**src/design/dsi_settings.svh**
```systemverilog
`ifndef DSI_SETTINGS_SVH
`define DSI_SETTINGS_SVH

// lane and FIFO word geometry
`define DSI_WORD_W          32
`define DSI_BYTES_PER_WORD  4

// long packet word count as carried in the header
`define DSI_WC_W            16

`define DSI_CRC_SEED        16'hFFFF    // CRC register start value
`define DSI_CRC_POLY        16'h8408    // CCITT polynomial, bit reversed for LSB-first

`endif

```
**src/design/dsi_pkg.sv**
```systemverilog
`include "dsi_settings.svh"

package dsi_pkg;

    // header view of a FIFO word, data_id sits in byte 0
    typedef struct packed {
        logic [7:0]           ecc;          // slot left empty by the user, filled on the way out
        logic [`DSI_WC_W-1:0] word_count;
        logic [7:0]           data_id;
    } fifo_hdr_t;

    typedef union packed {
        fifo_hdr_t                           hdr;
        logic [`DSI_BYTES_PER_WORD-1:0][7:0] bytes;    // payload view, byte 0 goes out first
    } fifo_word_u;

    typedef struct packed {
        logic                 is_long;
        logic                 is_error;     // reserved data type, header gets dropped
        logic [`DSI_WC_W-1:0] word_count;
        logic [7:0]           ecc;
        logic [7:0]           data_id;
        logic                 hdr_valid;
    } packet_info_t;

    typedef struct packed {
        logic [`DSI_WORD_W-1:0] data;
        logic [2:0]             n_bytes;        // valid bytes from byte 0 upward
        logic                   crc_follows;    // last payload beat of a long packet
        logic [15:0]            crc;
        logic                   is_header;
        logic                   short_last;     // header of a short packet ends it
        logic                   valid;
    } lane_beat_t;

endpackage

```
**src/design/crc16_calculator.sv**
```systemverilog
`include "dsi_settings.svh"

module crc16_calculator
(
    input  logic                   clk_sys,
    input  logic                   reset,
    input  logic                   clear,
    input  logic                   data_write,
    input  logic [2:0]             bytes_number,
    input  logic [`DSI_WORD_W-1:0] data_input,
    output logic [15:0]            crc_async
);

    logic [15:0] crc_q;
    logic [15:0] crc_next;

    // one byte through the reflected polynomial, LSB first
    function automatic logic [15:0] crc_byte(input logic [15:0] crc_in, input logic [7:0] data);
        logic [15:0] c;
        c = crc_in ^ {8'h00, data};
        for (int b = 0; b < 8; b++)
        begin
            c = c[0] ? ((c >> 1) ^ `DSI_CRC_POLY) : (c >> 1);
        end
        return c;
    endfunction

    always_comb
    begin
        crc_next = crc_q;
        for (int i = 0; i < `DSI_BYTES_PER_WORD; i++)
        begin
            if (i < bytes_number)
                crc_next = crc_byte(crc_next, data_input[8*i +: 8]);
        end
    end

    assign crc_async = data_write ? crc_next : crc_q;    // already holds the word being written

    always_ff @(posedge clk_sys)
    begin
        if (reset || clear)
            crc_q <= `DSI_CRC_SEED;
        else if (data_write)
            crc_q <= crc_next;
    end

    assert property (@(posedge clk_sys) disable iff (reset) data_write |-> bytes_number <= 3'd4)
        else $error("crc16_calculator: bytes_number %0d out of range", bytes_number);

endmodule

```
**src/design/dsi_packet_assembler.sv**
```systemverilog
`include "dsi_settings.svh"

module dsi_packet_assembler
(
    input  logic                           clk_sys,
    input  logic                           reset,
    input  logic [`DSI_WORD_W-1:0]         usr_fifo_data,
    input  logic                           usr_fifo_empty,
    output logic                           usr_fifo_read,
    output logic [`DSI_WORD_W-1:0]         iface_write_data,
    output logic [`DSI_BYTES_PER_WORD-1:0] iface_write_strb,
    output logic                           iface_write_rqst,
    output logic                           iface_last_word,
    input  logic                           iface_data_rqst,
    output logic                           packet_error
);
    import dsi_pkg::*;

    packet_info_t info;
    lane_beat_t   beat;
    logic         beat_ready;

    packet_decoder decoder_inst
    (
        .head       (usr_fifo_data),
        .head_valid (!usr_fifo_empty),     // show-ahead FIFO, head is valid whenever not empty
        .info       (info)
    );

    payload_sequencer sequencer_inst
    (
        .clk_sys        (clk_sys),
        .reset          (reset),
        .usr_fifo_data  (usr_fifo_data),
        .usr_fifo_empty (usr_fifo_empty),
        .usr_fifo_read  (usr_fifo_read),
        .info           (info),
        .beat           (beat),
        .beat_ready     (beat_ready),
        .packet_error   (packet_error)
    );

    lane_writer writer_inst
    (
        .clk_sys          (clk_sys),
        .reset            (reset),
        .beat             (beat),
        .beat_ready       (beat_ready),
        .iface_write_data (iface_write_data),
        .iface_write_strb (iface_write_strb),
        .iface_write_rqst (iface_write_rqst),
        .iface_last_word  (iface_last_word),
        .iface_data_rqst  (iface_data_rqst)
    );

endmodule

```
**src/design/lane_writer.sv**
```systemverilog
`include "dsi_settings.svh"

module lane_writer
(
    input  logic                          clk_sys,
    input  logic                          reset,
    input  dsi_pkg::lane_beat_t           beat,
    output logic                          beat_ready,
    output logic [`DSI_WORD_W-1:0]        iface_write_data,
    output logic [`DSI_BYTES_PER_WORD-1:0] iface_write_strb,
    output logic                          iface_write_rqst,
    output logic                          iface_last_word,
    input  logic                          iface_data_rqst
);

    logic                   out_free;
    logic                   crc_merge;      // CRC fits into the final payload word
    logic                   crc_split;      // CRC spills into one more word
    logic                   carry_pend;
    logic [15:0]            carry_crc;
    logic [2:0]             carry_bytes;
    logic [`DSI_WORD_W-1:0] merged_data;
    logic [2:0]             merged_bytes;

    function automatic logic [3:0] strobe_of(input logic [2:0] n);
        case (n)
            3'd0:    return 4'b0000;
            3'd1:    return 4'b0001;
            3'd2:    return 4'b0011;
            3'd3:    return 4'b0111;
            default: return 4'b1111;
        endcase
    endfunction

    assign out_free   = !iface_write_rqst || iface_data_rqst;   // empty or leaving this cycle
    assign beat_ready = out_free && !carry_pend;

    assign crc_merge = beat.crc_follows && (beat.n_bytes <= 3'd2);
    assign crc_split = beat.crc_follows && (beat.n_bytes > 3'd2);

    // low CRC byte lands right after the last payload byte
    always_comb
    begin
        merged_data  = beat.data;
        merged_bytes = beat.n_bytes;
        if (beat.crc_follows)
        begin
            merged_data  = beat.data | ({{(`DSI_WORD_W-16){1'b0}}, beat.crc} << (8 * beat.n_bytes));
            merged_bytes = crc_merge ? (beat.n_bytes + 3'd2) : 3'd4;
        end
    end

    always_ff @(posedge clk_sys)
    begin
        if (reset)
        begin
            iface_write_rqst <= 1'b0;
            iface_write_strb <= '0;
            iface_last_word  <= 1'b0;
            carry_pend       <= 1'b0;
        end
        else if (out_free)
        begin
            if (carry_pend)
            begin
                iface_write_rqst <= 1'b1;
                iface_write_strb <= strobe_of(carry_bytes);
                iface_last_word  <= 1'b1;
                carry_pend       <= 1'b0;
            end
            else if (beat.valid)
            begin
                iface_write_rqst <= 1'b1;
                iface_write_strb <= beat.is_header ? 4'b1111 : strobe_of(merged_bytes);
                iface_last_word  <= beat.short_last || crc_merge;
                carry_pend       <= crc_split;
            end
            else
                iface_write_rqst <= 1'b0;
        end
    end

    always_ff @(posedge clk_sys)
    begin
        if (out_free)
        begin
            if (carry_pend)
                iface_write_data <= {{(`DSI_WORD_W-16){1'b0}}, carry_crc};
            else if (beat.valid)
                iface_write_data <= merged_data;
        end
        if (beat_ready && beat.valid && crc_split)
        begin
            // a full word leaves both bytes over while three bytes leave only the high one
            carry_crc   <= (beat.n_bytes == 3'd4) ? beat.crc : {8'h00, beat.crc[15:8]};
            carry_bytes <= (beat.n_bytes == 3'd4) ? 3'd2 : 3'd1;
        end
    end

    assert property (@(posedge clk_sys) disable iff (reset) beat.valid |-> beat.n_bytes <= 3'd4)
        else $error("lane_writer: beat carries %0d bytes", beat.n_bytes);

endmodule

```
**src/design/packet_decoder.sv**
```systemverilog
module packet_decoder
(
    input  dsi_pkg::fifo_word_u   head,
    input  logic                  head_valid,
    output dsi_pkg::packet_info_t info
);
    import dsi_pkg::*;

    // data bits covered by each of the six DSI ECC parity bits with P5 first
    localparam logic [5:0][23:0] ECC_MASK = {
        24'hEFFC00,
        24'hDF03F0,
        24'hB8E38E,
        24'h749A6D,
        24'hF2555B,
        24'hF12CB7
    };

    fifo_hdr_t   hdr;
    logic [23:0] ecc_data;
    logic [5:0]  parity;
    logic [3:0]  data_type;

    assign hdr       = head.hdr;
    assign ecc_data  = {hdr.word_count, hdr.data_id};   // D23..D0 as the ECC sees them
    assign data_type = hdr.data_id[3:0];

    always_comb
    begin
        for (int i = 0; i < 6; i++)
        begin
            parity[i] = ^(ecc_data & ECC_MASK[i]);
        end
    end

    always_comb
    begin
        info.hdr_valid  = head_valid;
        info.data_id    = hdr.data_id;
        info.word_count = hdr.word_count;
        info.ecc        = {2'b00, parity};                       // top two ECC bits stay zero
        info.is_error   = (data_type == 4'h0) || (data_type == 4'hF);
        case (data_type)
            4'h9, 4'hC, 4'hD, 4'hE: info.is_long = 1'b1;
            default:                info.is_long = 1'b0;
        endcase
    end

endmodule

```
**src/design/payload_sequencer.sv**
```systemverilog
`include "dsi_settings.svh"

module payload_sequencer
(
    input  logic                   clk_sys,
    input  logic                   reset,
    input  logic [`DSI_WORD_W-1:0] usr_fifo_data,
    input  logic                   usr_fifo_empty,
    output logic                   usr_fifo_read,
    input  dsi_pkg::packet_info_t  info,
    output dsi_pkg::lane_beat_t    beat,
    input  logic                   beat_ready,
    output logic                   packet_error
);
    import dsi_pkg::*;

    typedef enum logic [1:0] {S_IDLE, S_PAYLOAD, S_DRAIN} seq_state_t;

    seq_state_t  state;
    logic        started;       // holds off FIFO pops for one cycle after reset
    logic [16:0] bytes_left;
    logic [2:0]  n_bytes;
    logic        last_word;
    logic        hdr_pop;
    logic        pay_pop;
    logic        issue;
    logic        beat_valid;
    logic [15:0] crc_async;
    fifo_word_u  fifo_word;
    fifo_word_u  masked_word;
    lane_beat_t  beat_next;
    lane_beat_t  beat_q;

    assign fifo_word = usr_fifo_data;
    assign n_bytes   = (bytes_left >= 17'd4) ? 3'd4 : bytes_left[2:0];
    assign last_word = (bytes_left <= 17'd4);

    // bytes past the end of the payload go out as zero
    always_comb
    begin
        for (int i = 0; i < `DSI_BYTES_PER_WORD; i++)
        begin
            masked_word.bytes[i] = (i < n_bytes) ? fifo_word.bytes[i] : 8'h00;
        end
    end

    assign hdr_pop       = started && beat_ready && (state == S_IDLE) && info.hdr_valid;
    assign pay_pop       = beat_ready && (state == S_PAYLOAD) && !usr_fifo_empty;
    assign usr_fifo_read = hdr_pop || pay_pop;

    crc16_calculator crc_inst
    (
        .clk_sys      (clk_sys),
        .reset        (reset),
        .clear        (hdr_pop),
        .data_write   (pay_pop),
        .bytes_number (n_bytes),
        .data_input   (masked_word),
        .crc_async    (crc_async)
    );

    always_comb
    begin
        beat_next       = '0;
        beat_next.valid = 1'b1;
        issue           = 1'b0;
        case (state)
            S_IDLE:
            begin
                beat_next.data       = {info.ecc, info.word_count, info.data_id};
                beat_next.n_bytes    = 3'd4;
                beat_next.is_header  = 1'b1;
                beat_next.short_last = !info.is_long;
                issue                = hdr_pop && !info.is_error;
            end
            S_PAYLOAD:
            begin
                beat_next.data        = masked_word;
                beat_next.n_bytes     = n_bytes;
                beat_next.crc_follows = last_word;
                beat_next.crc         = crc_async;
                issue                 = pay_pop;
            end
            S_DRAIN:
            begin
                beat_next.crc_follows = 1'b1;   // empty payload, the seed CRC goes out alone
                beat_next.crc         = crc_async;
                issue                 = 1'b1;
            end
            default:
                issue = 1'b0;
        endcase
    end

    always_ff @(posedge clk_sys)
    begin
        if (reset)
        begin
            state        <= S_IDLE;
            started      <= 1'b0;
            bytes_left   <= '0;
            packet_error <= 1'b0;
            beat_valid   <= 1'b0;
        end
        else
        begin
            started      <= 1'b1;
            packet_error <= hdr_pop && info.is_error;
            if (beat_ready)
                beat_valid <= issue;
            if (hdr_pop && info.is_long)
            begin
                bytes_left <= 17'(info.word_count);
                state      <= (info.word_count == '0) ? S_DRAIN : S_PAYLOAD;
            end
            else if (pay_pop)
            begin
                bytes_left <= bytes_left - 17'(n_bytes);
                if (last_word)
                    state <= S_IDLE;
            end
            else if ((state == S_DRAIN) && beat_ready)
                state <= S_IDLE;
        end
    end

    always_ff @(posedge clk_sys)
    begin
        if (beat_ready && issue)
            beat_q <= beat_next;
    end

    always_comb
    begin
        beat       = beat_q;
        beat.valid = beat_valid;
    end

    assert property (@(posedge clk_sys) disable iff (reset) !(usr_fifo_read && usr_fifo_empty))
        else $error("payload_sequencer: pop from an empty user FIFO");

endmodule

```
**config.mk**
```make
export PLATFORM = sky130hd
export DESIGN_NAME = dsi_packet_assembler
export DESIGN_NICKNAME = d
export VERILOG_FILES = /design/src/design/dsi_pkg.sv /design/src/design/crc16_calculator.sv /design/src/design/dsi_packet_assembler.sv /design/src/design/lane_writer.sv /design/src/design/packet_decoder.sv /design/src/design/payload_sequencer.sv
export VERILOG_INCLUDE_DIRS = /design/src /design/src/design
export SDC_FILE = /design/constraint.sdc
export NUM_CORES = 1
export LEC_CHECK = 0
export ABC_AREA = 1
export BUFFER_PORTS_ARGS = -buffer_cell sky130_fd_sc_hd__buf_4
export CORE_ASPECT_RATIO = 1.4
export CORE_UTILIZATION = 56
export CTS_BUF_LIST = sky130_fd_sc_hd__clkbuf_4 sky130_fd_sc_hd__clkbuf_8 sky130_fd_sc_hd__clkbuf_16
export CTS_CLUSTER_SIZE = 20
export DETAILED_ROUTE_END_ITERATION = 7
export PLACE_DENSITY = 0.81
export RECOVER_POWER = 50
export SYNTH_ARGS = -nofsm -noshare
export SYNTH_HDL_FRONTEND = slang
export SYNTH_SLANG_ARGS = --single-unit
```
**constraint.sdc**
```tcl
create_clock -name clk_sys -period 5.69 [get_ports clk_sys]
set_input_delay 0.569 -clock clk_sys [delete_from_list [all_inputs] [get_ports clk_sys]]
set_output_delay 0.569 -clock clk_sys [all_outputs]
set_load 0.03 [all_outputs]
```
=== Word-level counts from Yosys, hierarchy flattened ===
Index checks and enable logic that the tools add are counted.

* Logic and storage cells: 201
* Output and inout bits: 40
* Flip-flop bits (word level): 150

* Bitwise operators: 37
* Muxes and demuxes: 73
* Equality and inequality tests: 15
* $lt $le $gt $ge: 8
* Add/sub/neg operators: 2
* Shift-type cells: 1
* Reductions and logical operators: 43

{| class="wikitable"
|+ Operators with widths
! operator !! number
|-
| $mux W16 || 40
|-
| $reduce_xor A24 Y1 || 6
|-
| $not A2 Y3 || 32
|-
| $pmux W35 S2 || 1
|-
| $mux W32 || 2
|-
| $xor A16 B8 Y16 || 4
|-
| $mux W8 || 5
|-
| $pmux W17 S2 || 1
|-
| $or A32 B32 Y32 || 1
|-
| $pmux W4 S4 || 2
|-
| $shl A16 B6 Y32 || 1
|-
| $eq A4 B4 Y1 const B || 5
|-
| $ge A17 B3 Y1 const B || 1
|-
| $le A17 B3 Y1 const B || 1
|-
| $sub A17 B3 Y17 || 1
|-
| $logic_not A16 Y1 || 1
|-
| $logic_and A1 B1 Y1 || 15
|-
| $mux W2 || 7
|-
| $eq A3 B2 Y1 const B || 4
|-
| $mux W4 || 3
|-
| $mux W3 || 3
|-
| $mux W1 || 8
|-
| $eq A3 B1 Y1 const B || 2
|-
| $logic_not A3 Y1 || 2
|-
| other kinds (19) || 31
|}

=== Longest topological paths before layout ===
Gate-level depths: netlist of run 1.

* Depth after elaboration: 78
* Gate-level depth with buffers: 37

=== Hierarchy ===
Synthesis of run 1 repeated with hierarchy kept, for this count alone.

* Cells, all modules: 1,660
* Area, all modules: 11,280.8 µm²

{| class="wikitable"
|+ By module, submodules not included
! module !! cells an instance !! area an instance (µm²) !! seq. area each (µm²) !! instances
|-
| payload_sequencer || 448 || 3,870.0 || 2,062.0 || 1
|-
| crc16_calculator || 674 || 3,444.6 || 320.3 || 1
|-
| lane_writer || 310 || 2,716.4 || 1,641.6 || 1
|-
| packet_decoder || 227 || 1,246.2 || 0.0 || 1
|-
| dsi_packet_assembler || 1 || 3.8 || 0.0 || 1
|}

=== Least setup slack after synthesis of run 1 ===
No wires, ideal clock.

* Path kind: input to register
* Start: input iface_data_rqst
* End: register sequencer_inst.beat_q (netlist bit sequencer_inst.beat[10]) (enable)
* Arrival: 5,198 ps
* Path buffers: 0
* Cell stages on the path: 6
* Library setup time: 535 ps
* Required time: 5,155 ps
* Setup slack: -42 ps
* Cells stage by stage: nor2_1 > nor2_1 > inv_1 > nor3_1 > a211oi_1 > nor3_1

* Word-level cells in the longest chain between the ends: 8

{| class="wikitable"
|+ RTL lines
! element !! line !! text
|-
| start, declared || dsi_packet_assembler.sv:14 || <nowiki>input logic iface_data_rqst,</nowiki>
|-
| $logic_or A1 B1 Y1 * || lane_writer.sv:35 || <nowiki>assign out_free = !iface_write_rqst || iface_data_rqst;</nowiki>
|-
| $logic_and A1 B1 Y1 * || lane_writer.sv:36 || <nowiki>assign beat_ready = out_free && !carry_pend;</nowiki>
|-
| $logic_and A1 B1 Y1 (3 in series) || payload_sequencer.sv:47 || <nowiki>assign hdr_pop = started && beat_ready && (state == S_IDLE) && info.hdr_valid;</nowiki>
|-
| $logic_and A1 B1 Y1 || payload_sequencer.sv:74 || <nowiki>issue = hdr_pop && !info.is_error;</nowiki>
|-
| $pmux W1 S3 || payload_sequencer.sv:67 || <nowiki>case (state)</nowiki>
|-
| $logic_and A1 B1 Y1 * || payload_sequencer.sv:129 || <nowiki>if (beat_ready && issue)</nowiki>
|-
| end signal, assigned || payload_sequencer.sv:130 || <nowiki>beat_q <= beat_next;</nowiki>
|-
| end, declared || payload_sequencer.sv:32 || <nowiki>lane_beat_t beat_q;</nowiki>
|}

Mark *: on every way between the ends. The rest lies on a longest branch, timed or not.
A chain may end at the register's enable or synchronous reset.

==> flow_summary.toml, run 1 <==
[pwr]
peakVddDrop_uv = 211
p_seq_share_pct = 27.1
swShare_pct = 46.0
p_int_mw = 2.51
p_leak_nw = 5.14
power_density_nw_per_um2 = 414
p_clk_share_pct = 22.7
total_power_mw = 4.65
p_comb_share_pct = 50.2
p_sw_mw = 2.14

[sta]
fin_tns_setup_ps = 0
hold_viol = 0
worst_slew_pin_slew_ps = 1710
setup-violations-final = 0
period_share_pct = 86.1
fmax_mhz = 204
slew-limit-headroom_pct = -13.9
rsz0062_at_grt = "false"
worst_hold_slack_ps = 468
fin_skew_ps = 11.0
min_period_ps = 4900
slew_violations = 39

[logic_synthesis]
yosysMostFrequentCell = "nand2_1"
synth_flop_cell = "edfxtp_1"
synth-seq-cells = 149
ys_async_sr_fraction_pct = 0
synth_top_area_cell = "edfxtp_1"
synth.distinct_cells = 45
yosys.area.top_type_share_pct = 30.9
syn_inst = 1405
avgSynthCellArea_sq_um = 7.19
synth_seq_area_share_pct = 39.8
synth_edf_count = 104
netlist_top_cells_count = "nand2_1 (367), inv_1 (162), nand3_1 (155), nor2_1 (140), edfxtp_1 (104)"
ys_top_cells_by_area = "edfxtp_1 (31%), nand2_1 (14%), dfxtp_1 (8.9%)"
synthesis.area_sq_um = 10100
synth_fp_nets = 1462
synth.yosys.warnings = 0

[clock_tree]
clock-sinks = 149
path_clk_slew_ps = 70
cts_buffers = 17
ctsHtreeMaxLevel = 4
postCtsResizedCells = 0
cts_tree = "yes"
ctsRootBufferMaster = "clkbuf_16"
clkLatencyLatePin_ps = 430
cts_setup_buffers = 0
cts_hold_buf = 0
clock_path_buffers = 2

[final_layout]
fin_util_pct = 64.3
antenna_cells = 0
fill_cells = 1570
nNetsFinal = 1520
synthToLayoutAreaGrowth_pct = 11.2
drive_above_1_share_pct = 10.4

[route]
wl_per_cell_microns = 17.9
ant_nets = 0
drt_iter0_markers = 1029
routed_wl_microns = 30600
vias_per_cell = 5.70
vias = 9765
drc = 0
drtPass1Iterations = 5

[placed_design]
port_buffers = 75
dpl.hpwl_microns = 23500
gp_congestion = 1.04

[run_status]
violations = "max-capacitance violations, max-slew violations"
outcome = "finished with violations"

[floorplan]
die_width_microns = 116
start_util_pct = 57.8
dieArea_sq_um = 18600
row_count = 57
core_area_sq_um = 17500
fp.dieH_microns = 161
ioPinCount = 76

[critical_path]
critPathMaxStageDelay_ps = 640
cp-end-kind = "register"
crit_type = "reg2reg"
cp.arrival_ps = 5070
cpMostUsedCell = "nand2_1"
cp_max_fo = 49
start_kind = "register"
cp_slowest_cell = "nand4_4"
crit_required_ps = 5850

[global_routing]
grt_max_degree = 56
grt_overflow_total = 0
grt_pass1_vias = 9035
grt_pass1_wl_microns = 47700
antenna_found_initial = 0
grt_usage_pct = 34.3

[worst_hold_path]
hp-class = "in2reg"

[flow_run]
maxCapViolations = 1
-- through the flow --
step	worst slack (ps)	instance area (sq um)	instances
final	789	11200	1712
after global routing	389	11200	1712
after CTS	1110	11400	1712
after detailed placement	1140	10900	1680
after global placement	1210	10900	1680
after floorplan	1610	10100	1405
-- cell type report --
class,instances,area (sq um),share of cell area [%]
Tap cell,236,295,2.63
Clock inverter,14,120,1.07
Timing Repair Buffer,86,484,4.31
Clock buffer,18,433,3.85
Sequential cell,149,4020,35.8
Inverter,171,642,5.71
Multi-Input combinational cell,1038,5230,46.6
-- worst paths after layout --
path,startpoint,end,slack [ps],cells after the start
worst min register to register,writer_inst.iface_write_strb[3],writer_inst.iface_write_strb[3],470,2
worst min-delay path,usr_fifo_data[14],sequencer_inst.bytes_left[6],470,3
worst max-delay path,sequencer_inst.bytes_left[5],sequencer_inst.beat[6],790,30
worst max register to register,sequencer_inst.bytes_left[5],sequencer_inst.beat[6],790,30
-- power by group through the flow --
stage / combinational [mW] / sequential [mW] / clock, mW
final: 2.33 / 1.26 / 1.06
after detailed placement: 2.28 / 1.28 / 0
after global routing: 2.58 / 1.27 / 1.11
after floorplan: 1.73 / 1.30 / 0
after global placement: 2.25 / 1.28 / 0
after CTS: 2.30 / 1.26 / 1.06
-- cell families after synthesis --
| kind of cell | share of synthesized area (%) |
|---|---|
| AOI/OAI and AO/OA | 10.4 |
| xor gates and xnor gates | 4.77 |
| adders and majority gates | 2.60 |
| buffers and inverters | 8.48 |
| DFF | 39.8 |
| other | 0.0371 |
| and+or+nand+nor | 33.9 |
-- per-layer routing --
| layer | routed length, microns | part of all wire (%) | GRT usage, % |
|---|---|---|---|
| met1 | 11400 | 37 | 39.0 |
| met3 | 2120 | 6.9 | 5.36 |
| met2 | 14600 | 48 | 56.9 |
| met4 | 2510 | 8.2 | 26.3 |
| met5 | 0 | 0 | 0 |
-- layout by cell type (no fill, tap or decap), drive strengths merged, types with 2 or more instances in the layout --
cell and instances:
clkbuf 61, inv 174, buf 43, o211ai 3
or2 5, xor2 24, clkinv 6, dfxtp 45
nand4 9, nand3 173, o22ai 12, nand2 414
nor3 12, a21oi 60, o21a 2, nand3b 5
ha 21, nor2 144, edfxtp 104, a31oi 17
nor4 3, xnor2 31, clkinvlp 5, o21ai 95
-- state kept, by name, summed over array words and instances (netlist names), 2 cells and up --
register	flops
writer_inst.carry_bytes	2
writer_inst.carry_crc	16
sequencer_inst.bytes_left	17
writer_inst.iface_write_data	32
sequencer_inst.state	2
writer_inst.iface_write_strb	4
sequencer_inst.crc_inst.crc_q	16
sequencer_inst.beat	54
-- worst max-delay path: cells and delay by family, from the launching register on --
kind | cells | cell delay, ps
DFF | 1 | 340
and+or+nand+nor | 30 | 4240
No activity file was read; power rests on OpenSTA's default activity.
==> run 2: changes to the inputs <==
--- a/config.mk
+++ b/config.mk
@@ -16,3 +16,4 @@
 export PLACE_DENSITY = 0.81
-export RECOVER_POWER = 50
+export RECOVER_POWER = 25
+export SETUP_SLACK_MARGIN = 0.5
 export SYNTH_ARGS = -nofsm -noshare
==> constraint.sdc (replaced) <==
create_clock -name clk_sys -period 5.69 [get_ports clk_sys]
set_input_delay 1.707 -clock clk_sys [delete_from_list [all_inputs] [get_ports clk_sys]]
set_output_delay 1.707 -clock clk_sys [all_outputs]
set_load 0.03 [all_outputs]
==> flow_summary.toml, run 2 (same netlist as run 1, synthesis figures left out) <==
[run_status]
outcome = "finished with violations"
violations = "max-capacitance violations, max-slew violations"

[critical_path]
reg2regPathDepth = 9
crit_required_ps = 3980
rr_startpoint = "writer_inst.carry_pend"
start_kind = "register"
cp_max_fo = 39
r2r-end = "writer_inst.iface_write_strb[0]"
crit_type = "reg2out"
ff2ff_setup_slack_ps = 1020
cp-end-kind = "primary output"
cp.arrival_ps = 3290

[sta]
hold_viol = 0
rsz0062_at_grt = "false"
worst_hold_slack_ps = 475
min_period_ps = 5000
fin_tns_setup_ps = 0
fmax_mhz = 200
fin_skew_ps = 17.8
slew-limit-headroom_pct = -19.9
worst_slew_pin_slew_ps = 1800
slew_violations = 40
period_share_pct = 87.8
worst_slack_ps = 693
setup-violations-final = 0

[placed_design]
port_buffers = 75
place_inst = 1684
gp_congestion = 0.985
dp_slack_ps = 687
placed_area_sq_um = 10900
dpl.hpwl_microns = 22700

[worst_hold_path]
hold_end = "writer_inst.iface_write_strb[3]"
hold_depth = 2
hp-class = "reg2reg"
hold_start = "writer_inst.iface_write_strb[3]"

[floorplan]
die_width_microns = 116
fp.dieH_microns = 161
row_count = 57
core_area_sq_um = 17500
dieArea_sq_um = 18600
start_util_pct = 57.8
ioPinCount = 76

[route]
drtPass1Iterations = 8
wl_per_cell_microns = 17.3
drt_iter0_markers = 1082
vias = 9808
vias_per_cell = 5.72
drc = 0
ant_nets = 0
routed_wl_microns = 29700

[final_layout]
fill_cells = 1528
synthToLayoutAreaGrowth_pct = 13.5
largest_reg_flops = 54
final_cell_mix = "nand2_1 (367), inv_1 (162), nand3_1 (155)"
final_cell_area_sq_um = 11500
reg_top3 = "sequencer_inst.beat x54, writer_inst.iface_write_data x32, sequencer_inst.bytes_left x17"
mostFrequentLayoutCell = "nand2_1"
final_cells = 1716
multi_input_comb_area_sq_um = 5260
fin_util_pct = 65.6
drive_above_1_share_pct = 13.6
antenna_cells = 0
nNetsFinal = 1524
regMostFlops = "sequencer_inst.beat"
seqCellArea_sq_um = 4020

[pwr]
p_leak_nw = 5.34
total_power_mw = 4.72
power_density_nw_per_um2 = 411
peakVddDrop_uv = 213

[global_routing]
grt_overflow_total = 0
antenna_found_initial = 0
grt_pass1_wl_microns = 46200
grt_pass1_vias = 8940
grt_usage_pct = 33.2
grt_max_degree = 56

[clock_tree]
clkLatencyLatePin_ps = 430
cts_buffers = 17
cts_hold_buf = 0
cts_tree = "yes"
clock_path_buffers = 2
ctsHtreeMaxLevel = 4
path_clk_slew_ps = 70
clock-sinks = 149
ctsRootBufferMaster = "clkbuf_16"

[flow_run]
maxCapViolations = 1
-- run 2: cell count changes in the layout (fill, tap and decap cells not counted), moves of 2 or more --
cell | previous run | this run
clkinv_8 | 0 | 2
clkbuf_4 | 1 | 3
nor3_1 | 11 | 9
buf_4 | 43 | 83
clkinvlp_4 | 5 | 0
clkbuf_1 | 43 | 4
clkinv_4 | 1 | 5
-- run 2: area by class of cell --
cell class / instances / share of cell area (%)
multi-input combinational: 1038 / 45.8
sequential: 149 / 35.1
timing repair buffer: 90 / 5.74
inverter: 171 / 5.60
clock buffer: 18 / 3.77
tap: 236 / 2.57
clock inverter: 14 / 1.43
-- run 2: worst max path at each step --
stage                           start             to  slack (ps)  cells past startpoint
2_1_floorplan         iface_data_rqst  usr_fifo_read         660                      8
3_3_place_gp          iface_data_rqst  usr_fifo_read         810                      8
3_5_place_dp          iface_data_rqst  usr_fifo_read         690                      8
4_1_cts               iface_data_rqst  usr_fifo_read         680                      8
5_1_grt        writer_inst.carry_pend  usr_fifo_read         440                      7
6_report       writer_inst.carry_pend  usr_fifo_read         690                      7
-- run 2: per-layer routing --
| metal | up-vias | routed length, microns | GRT usage [%] |
|---|---|---|---|
| li1 | 4736 | - | - |
| met2 | 462 | 14000 | 54.2 |
| met4 | 0 | 2500 | 24.7 |
| met3 | 123 | 1910 | 5.36 |
| met5 | - | 0 | 0 |
| met1 | 4487 | 11200 | 38.8 |
-- run 2: where the power goes --
group	internal (mW)	switching, mW	total (mW)
sequential	1.23	0.0281	1.26
combinational	0.720	1.61	2.33
clock	0.629	0.503	1.13
-- run 2: worst max-delay path: stages, from the launching register on --
cell and delay (ps):
dfxtp_1 310, clkbuf_1 1280, nor2_1 260, inv_1 370
nor4_2 110, inv_1 100, nand2_1 190, buf_4 240
-- run 2: timing repair --
action | CTS | global route
resized for setup | 0 | 1
hold endpoints to repair | 0 | 0
buffers inserted | 0 | 0
setup endpoints to repair | 0 | 1
==> run 3: changes to the inputs <==
Settings changed: CORE_UTILIZATION 56 to 45, PLACE_DENSITY 0.81 to 0.68.
==> flow_summary.toml, run 3 (same netlist as run 1, synthesis figures left out) <==
[sta]
slew_violations = 39
hold_viol = 0
min_period_ps = 4750
fin_tns_setup_ps = 0
worst_slack_ps = 939
setup-violations-final = 0
slew-limit-headroom_pct = -15.2
worst_slew_pin_slew_ps = 1730
period_share_pct = 83.5
fmax_mhz = 210
fin_skew_ps = 14.0
rsz0062_at_grt = "false"

[final_layout]
largest_reg_flops = 54
regMostFlops = "sequencer_inst.beat"
nNetsFinal = 1525
synthToLayoutAreaGrowth_pct = 14.5
mostFrequentLayoutCell = "nand2_1"
final_cell_mix = "nand2_1 (367), inv_1 (163), nand3_1 (155)"
antenna_cells = 0
final_cell_area_sq_um = 11600
multi_input_comb_area_sq_um = 5240
fill_cells = 2188
reg_top3 = "sequencer_inst.beat x54, writer_inst.iface_write_data x32, sequencer_inst.bytes_left x17"
seqCellArea_sq_um = 4020
drive_above_1_share_pct = 13.3

[critical_path]
rr_startpoint = "sequencer_inst.bytes_left[5]"
crit_required_ps = 5970
cp.arrival_ps = 5030
cp-end-kind = "register"
cpMostUsedCell = "nand2_1"
crit_type = "reg2reg"
r2r-end = "sequencer_inst.beat[4]"
cp_slowest_cell = "nand4_4"
cp_max_fo = 30
start_kind = "register"
reg2regPathDepth = 28
ff2ff_setup_slack_ps = 940
critPathMaxStageDelay_ps = 390

[run_status]
outcome = "finished with violations"
violations = "max-capacitance violations, max-slew violations"

[placed_design]
port_buffers = 75
placed_area_sq_um = 11000
dpl.hpwl_microns = 23500
dp_slack_ps = 884
gp_congestion = 0.998

[floorplan]
fp.dieH_microns = 179
dieArea_sq_um = 23100
die_width_microns = 129
core_area_sq_um = 21900
ioPinCount = 76
start_util_pct = 46.1
row_count = 64

[route]
drtPass1Iterations = 6
top_layer_used = "met4"
vias = 9439
wl_per_cell_microns = 17.1
vias_per_cell = 5.31
drt_iter0_markers = 802
wl_met1_microns = 12100
wl_met3_microns = 1400
routed_wl_microns = 30400
ant_nets = 0
drc = 0
wl_met2_microns = 15000

[pwr]
p_clk_share_pct = 25.2
p_comb_share_pct = 48.7
p_int_mw = 2.69
power_density_nw_per_um2 = 417
swShare_pct = 44.1
peakVddDrop_uv = 238
p_sw_mw = 2.13
p_leak_nw = 5.34
p_seq_share_pct = 26.1

[clock_tree]
postCtsResizedCells = 0
cts_setup_buffers = 0
ctsRootBufferMaster = "clkbuf_16"
ctsHtreeMaxLevel = 4
clock_path_buffers = 2
path_clk_slew_ps = 70
cts_tree = "yes"
clkLatencyLatePin_ps = 440
cts_buffers = 17
cts_hold_buf = 0
clock-sinks = 149

[worst_hold_path]
hp-class = "reg2reg"
hold_depth = 2
hold_start = "writer_inst.iface_write_strb[3]"
hold_end = "writer_inst.iface_write_strb[3]"

[global_routing]
grt_usage_pct = 27.3
antenna_found_initial = 0
grt_overflow_total = 0
grt_max_degree = 56
grt_pass1_wl_microns = 46900
grt_pass1_vias = 8605

[flow_run]
maxCapViolations = 1
-- run 3: changes by cell type in the layout (fill, tap and decap cells not counted), moves of 2 or more --
| cell | delta |
|---|---|
| clkbuf_1 | +3 |
| clkinv_8 | -2 |
| clkinv_2 | +2 |
| inv_8 | -2 |
| clkinvlp_4 | +2 |
| clkinv_4 | -3 |
| bufinv_16 | +3 |
-- run 3: final cells by class --
cell class	instances	share of cell area, %
Multi-Input combinational cell	1038	45.3
Sequential cell	149	34.8
Timing Repair Buffer	91	5.68
Inverter	171	5.55
Clock buffer	18	3.74
Tap cell	297	3.21
Clock inverter	14	1.71
-- run 3: worst max path at each step --
stage                                 startpoint                     end  slack [ps]
detailed placement               iface_data_rqst           usr_fifo_read         880
floorplan                        iface_data_rqst           usr_fifo_read         660
finish              sequencer_inst.bytes_left[5]  sequencer_inst.beat[4]         940
CTS                              iface_data_rqst           usr_fifo_read         890
global placement                 iface_data_rqst           usr_fifo_read         910
global route        sequencer_inst.bytes_left[5]  sequencer_inst.beat[4]         470
-- run 3: critical path: cells and delay by family, from the launching register on --
family,cells,cell delay (ps)
and+or+nand+nor,25,3430
buffers and inverters,2,480
AOI/OAI and AO/OA,1,360
DFF,1,340
-- run 3: through the flow --
step | instances | hold slack (ps) | util [%] | total power [mW]
final | 1778 | 480 | 52.7 | 4.82
after floorplan | 1405 | 450 | - | 3.03
after global placement | 1746 | 463 | 50.1 | 3.56
after detailed placement | 1746 | 470 | 50.1 | 3.59
after global routing | 1778 | 506 | 52.7 | 5.13
after CTS | 1778 | 487 | 52.9 | 4.79
-- run 3: power by group through the flow --
stage	Sequential [mW]	Combinational (mW)	Clock (mW)
floorplan	1.30	1.73	0
global placement	1.28	2.27	0
detailed placement	1.28	2.30	0
CTS	1.26	2.32	1.22
global route	1.26	2.60	1.26
finish	1.26	2.34	1.21
-- run 3: routing by layer --
layer | up-vias | global-route usage [%]
li1 | 4728 | -
met1 | 4302 | 32.0
met2 | 328 | 47.6
met3 | 81 | 2.63
met4 | 0 | 17.8
met5 | - | 0
